<file path="config.mk">
export PLATFORM = sky130hd
export DESIGN_NAME = pipeTop
export DESIGN_NICKNAME = d
export VERILOG_FILES = /design/src/pipePkg.sv /design/src/fwdBus.sv /design/src/decodeBus.sv /design/src/regFile.sv /design/src/decodeStage.sv /design/src/executeStage.sv /design/src/resultStage.sv /design/src/pipeTop.sv
export SDC_FILE = /design/constraint.sdc
export NUM_CORES = 2
export LEC_CHECK = 0
export ABC_CLOCK_PERIOD_IN_PS = 4800
export BUFFER_PORTS_ARGS = -buffer_cell sky130_fd_sc_hd__buf_4
export CAP_MARGIN = 20
export CELL_PAD_IN_SITES_DETAIL_PLACEMENT = 0
export CELL_PAD_IN_SITES_GLOBAL_PLACEMENT = 1
export CORE_MARGIN = 2
export CORE_UTILIZATION = 53
export CTS_BUF_LIST = sky130_fd_sc_hd__clkbuf_8
export CTS_CLUSTER_SIZE = 16
export DETAILED_ROUTE_END_ITERATION = 8
export PLACE_DENSITY = 0.9
export SYNTH_ARGS = -nofsm -noshare
export SYNTH_HDL_FRONTEND = slang
export SYNTH_SLANG_ARGS = --single-unit
</file>
<file path="constraint.sdc">
create_clock -name clk -period 4.8 [get_ports clk]
set_input_delay 0.24 -clock clk [delete_from_list [all_inputs] [get_ports clk]]
set_output_delay 0.24 -clock clk [all_outputs]
set_load 0.02 [all_outputs]
</file>
<file path="src/pipePkg.sv">
/* Shared widths, encodings and instruction views for the pipeline slice.
   insb/insh use opcodes 0x18/0x19 and take their lane from imm[1:0]. */
package pipePkg;

    localparam int dataW = 32;
    localparam int regAddrW = 5;
    localparam int laneCount = 4;
    localparam int laneSelW = 2;
    localparam int byteW = 8;
    localparam int memDepth = 16;
    localparam int memAddrW = $clog2(memDepth);

    // primary opcodes.
    localparam logic [5:0] opRType = 6'h00;
    localparam logic [5:0] opAddi = 6'h08;
    localparam logic [5:0] opAndi = 6'h0c;
    localparam logic [5:0] opOri = 6'h0d;
    localparam logic [5:0] opXori = 6'h0e;
    localparam logic [5:0] opLui = 6'h0f;
    localparam logic [5:0] opInsb = 6'h18;
    localparam logic [5:0] opInsh = 6'h19;
    localparam logic [5:0] opLw = 6'h23;
    localparam logic [5:0] opSw = 6'h2b;

    // function codes of the R-format group.
    localparam logic [5:0] fnSll = 6'h00;
    localparam logic [5:0] fnSrl = 6'h02;
    localparam logic [5:0] fnAdd = 6'h20;
    localparam logic [5:0] fnSub = 6'h22;
    localparam logic [5:0] fnAnd = 6'h24;
    localparam logic [5:0] fnOr = 6'h25;
    localparam logic [5:0] fnXor = 6'h26;
    localparam logic [5:0] fnSlt = 6'h2a;

    typedef enum logic [3:0] {
        aluAdd,
        aluSub,
        aluAnd,
        aluOr,
        aluXor,
        aluSlt,
        aluSll,
        aluSrl,
        aluInsB,
        aluInsH
    } aluOpT;

    typedef struct packed {
        logic [5:0] opcode;
        logic [regAddrW-1:0] rs;
        logic [regAddrW-1:0] rt;
        logic [regAddrW-1:0] rd;
        logic [4:0] shamt;
        logic [5:0] funct;
    } rFmtT;

    typedef struct packed {
        logic [5:0] opcode;
        logic [regAddrW-1:0] rs;
        logic [regAddrW-1:0] rt;
        logic [15:0] imm;
    } iFmtT;

    typedef union packed {
        rFmtT rFmt;
        iFmtT iFmt;
    } instrT;

endpackage

</file>
<file path="src/fwdBus.sv">
/* One pending register write as seen by the forwarding logic.
   isLoad is only meaningful on the execute instance. */
`timescale 1ns/1ps

interface fwdBus;
    import pipePkg::*;

    logic valid;
    logic [regAddrW-1:0] dest;
    logic [laneCount-1:0] byteEn;
    logic [dataW-1:0] value;
    logic isLoad; // value is an address, not the loaded word.

    modport src (
        output valid, dest, byteEn, value, isLoad
    );

    modport sink (
        input valid, dest, byteEn, value, isLoad
    );

endinterface

</file>
<file path="src/decodeBus.sv">
/* Decoded instruction bundle registered by decode and consumed by execute. */
`timescale 1ns/1ps

interface decodeBus;
    import pipePkg::*;

    logic valid;
    aluOpT aluOp;
    logic [dataW-1:0] opA;
    logic [dataW-1:0] opB;
    logic [regAddrW-1:0] dest;
    logic [laneCount-1:0] byteEn;
    logic [laneSelW-1:0] lane;
    logic isLoad;
    logic isStore;
    logic [dataW-1:0] storeData;
    logic stale;

    modport producer (
        output valid, aluOp, opA, opB, dest, byteEn, lane,
        output isLoad, isStore, storeData, stale
    );

    modport consumer (
        input valid, aluOp, opA, opB, dest, byteEn, lane,
        input isLoad, isStore, storeData, stale
    );

endinterface

</file>
<file path="src/regFile.sv">
/* 32 x 32 register file, byte-enable writes from the writeback record.
   Reads forward per byte lane; a pending load in execute is never forwarded.
   Register contents are undefined until written. */
`timescale 1ns/1ps

module regFile (
    input  logic clk,
    input  logic [pipePkg::regAddrW-1:0] rs1Addr,
    input  logic [pipePkg::regAddrW-1:0] rs2Addr,
    output logic [pipePkg::dataW-1:0] rs1Data,
    output logic [pipePkg::dataW-1:0] rs2Data,
    fwdBus.sink exFwd,
    fwdBus.sink resFwd,
    fwdBus.sink wbFwd
);
    import pipePkg::*;

    logic [laneCount-1:0][byteW-1:0] regs [2**regAddrW];

    logic [regAddrW-1:0] rdAddr [2];
    logic [1:0][laneCount-1:0][byteW-1:0] rdBytes;

    assign rdAddr[0] = rs1Addr;
    assign rdAddr[1] = rs2Addr;
    assign rs1Data = rdBytes[0];
    assign rs2Data = rdBytes[1];

    always_ff @(posedge clk) begin
        if (wbFwd.valid && wbFwd.dest != '0) begin
            for (int b = 0; b < laneCount; b++) begin
                if (wbFwd.byteEn[b]) begin
                    regs[wbFwd.dest][b] <= wbFwd.value[byteW*b +: byteW];
                end
            end
        end
    end

    // each byte of each read port picks its own youngest source.
    for (genvar p = 0; p < 2; p++) begin : gPort
        for (genvar b = 0; b < laneCount; b++) begin : gLane
            logic exHit;
            logic resHit;
            logic wbHit;

            assign exHit = exFwd.valid && !exFwd.isLoad && exFwd.byteEn[b]
                           && exFwd.dest == rdAddr[p];
            assign resHit = resFwd.valid && resFwd.byteEn[b]
                            && resFwd.dest == rdAddr[p];
            assign wbHit = wbFwd.valid && wbFwd.byteEn[b]
                           && wbFwd.dest == rdAddr[p];

            assign rdBytes[p][b] =
                (rdAddr[p] == '0) ? '0 :
                exHit  ? exFwd.value[byteW*b +: byteW] :
                resHit ? resFwd.value[byteW*b +: byteW] :
                wbHit  ? wbFwd.value[byteW*b +: byteW] :
                regs[rdAddr[p]][b];
        end
    end

endmodule

</file>
<file path="src/decodeStage.sv">
/* Decode stage. Unknown opcodes retire with zero byte enables.
   A load-use at distance 1 is not stalled; the record is flagged stale. */
`timescale 1ns/1ps

module decodeStage (
    input  logic clk,
    input  logic rstN,
    input  logic instrValid,
    input  pipePkg::instrT instr,
    fwdBus.sink exFwd,
    fwdBus.sink resFwd,
    fwdBus.sink wbFwd,
    decodeBus.producer dBus
);
    import pipePkg::*;

    aluOpT aluOp;
    logic useRs;
    logic useRt;
    logic useImm;
    logic isShift;
    logic isLoad;
    logic isStore;
    logic writes;
    logic [dataW-1:0] immVal;
    logic [regAddrW-1:0] dest;
    logic [laneSelW-1:0] lane;
    logic [laneCount-1:0] byteEn;
    logic [regAddrW-1:0] rs1Addr;
    logic [regAddrW-1:0] rs2Addr;
    logic [dataW-1:0] rs1Data;
    logic [dataW-1:0] rs2Data;
    logic stale;

    always_comb begin
        aluOp = aluAdd;
        useRs = 1'b0;
        useRt = 1'b0;
        useImm = 1'b1;
        isShift = 1'b0;
        isLoad = 1'b0;
        isStore = 1'b0;
        writes = 1'b1;
        immVal = {{16{instr.iFmt.imm[15]}}, instr.iFmt.imm};
        dest = instr.iFmt.rt;
        lane = '0;
        byteEn = '1;
        unique case (instr.iFmt.opcode)
            opRType: begin
                useRs = 1'b1;
                useRt = 1'b1;
                useImm = 1'b0;
                dest = instr.rFmt.rd;
                unique case (instr.rFmt.funct)
                    fnAdd: aluOp = aluAdd;
                    fnSub: aluOp = aluSub;
                    fnAnd: aluOp = aluAnd;
                    fnOr: aluOp = aluOr;
                    fnXor: aluOp = aluXor;
                    fnSlt: aluOp = aluSlt;
                    fnSll: begin
                        aluOp = aluSll;
                        isShift = 1'b1;
                        useRs = 1'b0;
                    end
                    fnSrl: begin
                        aluOp = aluSrl;
                        isShift = 1'b1;
                        useRs = 1'b0;
                    end
                    default: writes = 1'b0;
                endcase
            end
            opAddi: useRs = 1'b1;
            opAndi: begin
                useRs = 1'b1;
                aluOp = aluAnd;
                immVal = {16'h0000, instr.iFmt.imm};
            end
            opOri: begin
                useRs = 1'b1;
                aluOp = aluOr;
                immVal = {16'h0000, instr.iFmt.imm};
            end
            opXori: begin
                useRs = 1'b1;
                aluOp = aluXor;
                immVal = {16'h0000, instr.iFmt.imm};
            end
            opLui: begin
                aluOp = aluOr; // rs reads as zero, so the result is the shifted immediate.
                immVal = {instr.iFmt.imm, 16'h0000};
            end
            opLw: begin
                useRs = 1'b1;
                isLoad = 1'b1;
            end
            opSw: begin
                useRs = 1'b1;
                useRt = 1'b1;
                isStore = 1'b1;
                writes = 1'b0;
            end
            opInsb: begin
                useRs = 1'b1;
                aluOp = aluInsB;
                lane = instr.iFmt.imm[1:0];
                byteEn = 4'b0001 << lane;
            end
            opInsh: begin
                useRs = 1'b1;
                aluOp = aluInsH;
                lane = {instr.iFmt.imm[1], 1'b0};
                byteEn = 4'b0011 << lane;
            end
            default: writes = 1'b0;
        endcase
        if (!writes || dest == '0) begin
            byteEn = '0;
        end
    end

    assign rs1Addr = useRs ? instr.rFmt.rs : '0;
    assign rs2Addr = useRt ? instr.rFmt.rt : '0;

    regFile rf (
        .clk(clk),
        .rs1Addr(rs1Addr),
        .rs2Addr(rs2Addr),
        .rs1Data(rs1Data),
        .rs2Data(rs2Data),
        .exFwd(exFwd),
        .resFwd(resFwd),
        .wbFwd(wbFwd)
    );

    // the load in execute has no data yet, so the operand came from older state.
    assign stale = exFwd.valid && exFwd.isLoad
                   && ((rs1Addr != '0 && rs1Addr == exFwd.dest)
                       || (rs2Addr != '0 && rs2Addr == exFwd.dest));

    always_ff @(posedge clk) begin
        if (!rstN) begin
            dBus.valid <= 1'b0;
        end else begin
            dBus.valid <= instrValid;
        end
        dBus.aluOp <= aluOp;
        dBus.opA <= isShift ? rs2Data : rs1Data;
        dBus.opB <= isShift ? dataW'(instr.rFmt.shamt) : (useImm ? immVal : rs2Data);
        dBus.dest <= dest;
        dBus.byteEn <= byteEn;
        dBus.lane <= lane;
        dBus.isLoad <= isLoad;
        dBus.isStore <= isStore;
        dBus.storeData <= rs2Data;
        dBus.stale <= stale;
    end

endmodule

</file>
<file path="src/executeStage.sv">
/* Execute stage: ALU, insb/insh lane placement and the execute-to-result register.
   For loads and stores the ALU value is the effective address. */
`timescale 1ns/1ps

module executeStage (
    input  logic clk,
    input  logic rstN,
    decodeBus.consumer dBus,
    fwdBus.src exFwd,
    output logic resValid,
    output logic [pipePkg::regAddrW-1:0] resDest,
    output logic [pipePkg::laneCount-1:0] resByteEn,
    output logic [pipePkg::dataW-1:0] resValue,
    output logic resIsLoad,
    output logic resIsStore,
    output logic [pipePkg::dataW-1:0] resStoreData,
    output logic resStale
);
    import pipePkg::*;

    logic [dataW-1:0] aluVal;
    logic [4:0] laneShift;

    assign laneShift = {dBus.lane, 3'b000};

    always_comb begin
        unique case (dBus.aluOp)
            aluAdd: aluVal = dBus.opA + dBus.opB;
            aluSub: aluVal = dBus.opA - dBus.opB;
            aluAnd: aluVal = dBus.opA & dBus.opB;
            aluOr: aluVal = dBus.opA | dBus.opB;
            aluXor: aluVal = dBus.opA ^ dBus.opB;
            aluSlt: aluVal = dataW'($signed(dBus.opA) < $signed(dBus.opB));
            aluSll: aluVal = dBus.opA << dBus.opB[4:0];
            aluSrl: aluVal = dBus.opA >> dBus.opB[4:0];
            // the unselected lanes stay zero.
            aluInsB: aluVal = {24'h000000, dBus.opA[7:0]} << laneShift;
            aluInsH: aluVal = {16'h0000, dBus.opA[15:0]} << laneShift;
            default: aluVal = '0;
        endcase
    end

    assign exFwd.valid = dBus.valid;
    assign exFwd.dest = dBus.dest;
    assign exFwd.byteEn = dBus.byteEn;
    assign exFwd.value = aluVal;
    assign exFwd.isLoad = dBus.isLoad;

    always_ff @(posedge clk) begin
        if (!rstN) begin
            resValid <= 1'b0;
        end else begin
            resValid <= dBus.valid;
        end
        resDest <= dBus.dest;
        resByteEn <= dBus.byteEn;
        resValue <= aluVal;
        resIsLoad <= dBus.isLoad;
        resIsStore <= dBus.isStore;
        resStoreData <= dBus.storeData;
        resStale <= dBus.stale;
    end

endmodule

</file>
<file path="src/resultStage.sv">
/* Result stage with a 16-word scratchpad indexed by address bits [5:2].
   Upper address bits alias; scratchpad contents are undefined until stored. */
`timescale 1ns/1ps

module resultStage (
    input  logic clk,
    input  logic rstN,
    input  logic resValid,
    input  logic [pipePkg::regAddrW-1:0] resDest,
    input  logic [pipePkg::laneCount-1:0] resByteEn,
    input  logic [pipePkg::dataW-1:0] resValue,
    input  logic resIsLoad,
    input  logic resIsStore,
    input  logic [pipePkg::dataW-1:0] resStoreData,
    input  logic resStale,
    fwdBus.src resFwd,
    fwdBus.src wbFwd,
    output logic wbStale
);
    import pipePkg::*;

    logic [dataW-1:0] scratch [memDepth];
    logic [memAddrW-1:0] memIdx;
    logic [dataW-1:0] resultVal;

    assign memIdx = resValue[memAddrW+1:2];
    assign resultVal = resIsLoad ? scratch[memIdx] : resValue; // asynchronous read.

    always_ff @(posedge clk) begin
        if (resValid && resIsStore) begin
            scratch[memIdx] <= resStoreData;
        end
    end

    assign resFwd.valid = resValid;
    assign resFwd.dest = resDest;
    assign resFwd.byteEn = resByteEn;
    assign resFwd.value = resultVal;
    assign resFwd.isLoad = 1'b0; // loaded data is known in this stage.

    always_ff @(posedge clk) begin
        if (!rstN) begin
            wbFwd.valid <= 1'b0;
        end else begin
            wbFwd.valid <= resValid;
        end
        wbFwd.dest <= resDest;
        wbFwd.byteEn <= resByteEn;
        wbFwd.value <= resultVal;
        wbStale <= resStale;
    end

    assign wbFwd.isLoad = 1'b0;

endmodule

</file>
<file path="src/pipeTop.sv">
/* Three-stage pipeline slice. One wbValid pulse per instruction, 3 cycles after issue.
   There is no back-pressure; instrValid may be high every cycle. */
`timescale 1ns/1ps

module pipeTop (
    input  logic clk,
    input  logic rstN,
    input  logic instrValid,
    input  logic [pipePkg::dataW-1:0] instr,
    output logic wbValid,
    output logic [pipePkg::regAddrW-1:0] wbDest,
    output logic [pipePkg::laneCount-1:0] wbByteEn,
    output logic [pipePkg::dataW-1:0] wbData,
    output logic wbStale
);
    import pipePkg::*;

    fwdBus exFwd ();
    fwdBus resFwd ();
    fwdBus wbFwd ();
    decodeBus dBus ();

    logic resValid;
    logic [regAddrW-1:0] resDest;
    logic [laneCount-1:0] resByteEn;
    logic [dataW-1:0] resValue;
    logic resIsLoad;
    logic resIsStore;
    logic [dataW-1:0] resStoreData;
    logic resStale;

    decodeStage decode (
        .clk(clk),
        .rstN(rstN),
        .instrValid(instrValid),
        .instr(instr),
        .exFwd(exFwd),
        .resFwd(resFwd),
        .wbFwd(wbFwd),
        .dBus(dBus)
    );

    executeStage execute (
        .clk(clk),
        .rstN(rstN),
        .dBus(dBus),
        .exFwd(exFwd),
        .resValid(resValid),
        .resDest(resDest),
        .resByteEn(resByteEn),
        .resValue(resValue),
        .resIsLoad(resIsLoad),
        .resIsStore(resIsStore),
        .resStoreData(resStoreData),
        .resStale(resStale)
    );

    resultStage result (
        .clk(clk),
        .rstN(rstN),
        .resValid(resValid),
        .resDest(resDest),
        .resByteEn(resByteEn),
        .resValue(resValue),
        .resIsLoad(resIsLoad),
        .resIsStore(resIsStore),
        .resStoreData(resStoreData),
        .resStale(resStale),
        .resFwd(resFwd),
        .wbFwd(wbFwd),
        .wbStale(wbStale)
    );

    assign wbValid = wbFwd.valid;
    assign wbDest = wbFwd.dest;
    assign wbByteEn = wbFwd.byteEn;
    assign wbData = wbFwd.value;

endmodule

</file>
==> results.cfg <==
[yosys]
yosys_warnings = 0
netlist-cell-type-count = 105
postSynthCellCount = 7057
netlist_area_um2 = 87720
yosysSeqAreaShare = 0.5794
synth_edf_count = 1536
synth_area_leaders = edfxtp_1 (53%), mux4_2 (6.6%), mux2i_1 (5.5%)
synthFlopType = edfxtp_1
avgSynthCellArea_um2 = 12.43
synthArstFlopShare = 0
netlist.area_leader.share = 0.5258
synth_seq_cells = 1771
synth_top_cell_by_area = edfxtp_1

[cts]
cts-htree-levels = 5
cts_tree = done
insertion_delay_ps = 1090
cts_buffer_depth = 4
cts_buffers = 309
clk_pin_slew_worst_paths_ps = 60
cts_sinks = 1771
cts-root-buf = clkbuf_8

[global_route]
met2_usage = 0.6113
grt_use_met3 = 0.1438
grt_usage = 0.4259
first_global_vias = 67673
grt_overflow = 0
grt_max_degree = 113
grt_use_met1 = 0.5646
grt_busiest_layer = met2
antenna_found_initial = 37
grt_pass1_wl_um = 507700

[floorplanning]
fp-row-count = 149
core_um2 = 164600
pin_count = 78
initial_core_util = 0.5329
die_y_um = 410.8
die_area_um2 = 168800
die_width_um = 410.8

[pwr]
clkPwrFrac = 0.336
peakVddDrop_mv = 0.3527
internal-power_uw = 26660
p_leak_uw = 0.03448
seqPwrFrac = 0.476
p_total_uw = 38200
p_per_area_nw_per_um2 = 383.0
comb_power_share = 0.188
p_sw_uw = 11550
p_sw_frac = 0.3022

[detailed_routing]
num_vias = 72116
antenna_left = 0
via_per_inst = 7.282
drt-initial-drc-count = 13818
dr.pass1.iters = 9
wl_per_cell_um = 37.26
drc = 0
routed_wirelength_um = 369000

[sta]
setup_viol = 0
hold_viol = 0
relSlewSlack = 0.1623
fin_crit_ps = 4786
max_freq_mhz = 209.0
worst_pin_slew_ps = 1252
maxSlewViolCount = 0
rsz0062_at_grt = no
clock_skew_ps = 86.93
period_share = 0.9970

[critical_path]
critical_path_class = in -> reg
path_max_fanout = 21
crit_required_ps = 5650
cp.arrival_ps = 5630
end_kind = register
cp-start-kind = input port

[layout]
layout_commonest_cell = edfxtp_1
area_growth_pct = 13.70
final_cells = 9904
nets = 7625
final_design_area_no_fill_um2 = 99740
drive_gt1_frac = 0.1852
n_fill_cell = 12513
final_util = 0.6059
final_cell_mix = edfxtp_1 (1,536), nand2_1 (570), buf_4 (560), nor2_1 (493), mux2i_1 (484)

[status]
status = finished clean

[run]
max_cap_viol_count = 0

[place]
dp_cells = 9317
place_area_um2 = 93660
port_buffers = 77
place_congestion = 1.071
hpwlAfterDp_um = 251400

[min_path]
hold_class = in -> reg
[layer usage]
metal / wire (um) / vias to the layer above
met1: 130200 / 35502
li1: - / 28618
met2: 155500 / 6586
met3: 56720 / 1380
met5: 297 / -
met4: 26250 / 30
[flip-flops by register name (all words and copies together) (netlist names), 5 cells and up]
signal	count
decode.rf.regs	1024
result.scratch	512
decode.dBus.opA	32
decode.dBus.opB	32
decode.dBus.storeData	32
execute.resStoreData	32
execute.resValue	32
result.wbFwd.value	32
decode.dBus.dest	5
execute.resDest	5
result.wbFwd.dest	5
[Yosys cell counts, types with 19 or more instances]
library cell,n
edfxtp_1,1536
nand2_1,572
nor2_1,511
mux2i_1,484
a21oi_1,380
clkbuf_1,340
o21ai_0,334
mux4_2,256
dfxtp_1,235
a221oi_1,177
a211oi_1,158
nor3_1,154
nand3_1,140
inv_1,136
buf_2,122
a31oi_1,114
nor2b_1,105
ha_1,97
a22oi_1,87
o22ai_1,82
o211ai_1,81
mux2_2,80
buf_1,75
o221ai_1,69
nand2b_1,50
a221o_1,48
nor4_1,37
or3_1,33
and2_1,31
nand4_1,29
and3_1,27
o31ai_1,27
xnor2_1,26
a211o_1,22
a22o_1,21
buf_4,21
a21o_1,19
[worst paths after layout]
check,end,from,slack [ps],cells after the start
worst max-delay path,decode.dBus.opA[14],instr[27],10,16
worst min-delay path,decode.dBus.opB[14],instr[14],90,3
worst max register to register,decode.dBus.storeData[23],decode.dBus.opB[8],150,17
worst min register to register,execute.resStale,decode.dBus.stale,330,0
[cells by family after synthesis]
group	after synthesis	share of synthesized area
AOI/OAI and AO/OA	1877	0.1473
DFF	1771	0.5794
and+or+nand+nor	1750	0.09119
muxes	820	0.1312
buffers and inverters	707	0.03332
adders and majority gates	99	0.01429
xor gates and xnor gates	32	0.003195
other	1	0.00004275
[metrics by stage]
stage | hold WS [ps] | worst slack (ps) | TNS [ps]
after global placement | 312.6 | -158.5 | -158.5
after floorplan | 309.6 | 368.8 | 0
final | 85.36 | 14.16 | 0
after CTS | 0.6057 | 150.3 | 0
after detailed placement | 315.4 | -261.5 | -261.5
after global routing | 79.28 | 52.53 | 0
[worst max-delay path, stage by stage]
cell           delay [ps]
dlygate4sd3_1         580
buf_4                 190
or4_1                 550
dlygate4sd3_1         620
nor2_4                230
a2bb2oi_4             100
buf_12                190
a21oi_4               230
buf_12                250
buf_4                 330
a22oi_1               120
o221ai_1              310
nand3_1               270
o22ai_2               440
mux2i_1               190
o211ai_1              730
[layout make-up]
class / instances / area [um^2] / area share
Tap cell: 2189 / 2739 / 0.02746
Clock buffer: 323 / 4446 / 0.04457
Antenna cell: 17 / 42.54 / 0.0004265
Inverter: 144 / 540.5 / 0.005419
Sequential cell: 1771 / 50850 / 0.5098
Clock inverter: 195 / 1022 / 0.01025
Timing Repair Buffer: 655 / 5593 / 0.05607
Multi-Input combinational cell: 4610 / 34510 / 0.3460
[power by group through the flow]
stage | Combinational [uW] | Clock [uW] | Sequential [uW]
after CTS | 6780 | 12800 | 18200
after floorplan | 3250 | 0 | 18700
after global placement | 6650 | 0 | 18500
after detailed placement | 6720 | 0 | 18500
after global routing | 7260 | 13500 | 18200
final | 7170 | 12800 | 18200
[what timing repair did]
item	in CTS	in global routing
endpoints found under the hold margin	53	0
setup buffers	0	0
gates resized for setup	0	1
hold buffers	47	0
endpoints found under the setup margin	0	1
(Power assumes the default switching activity.)
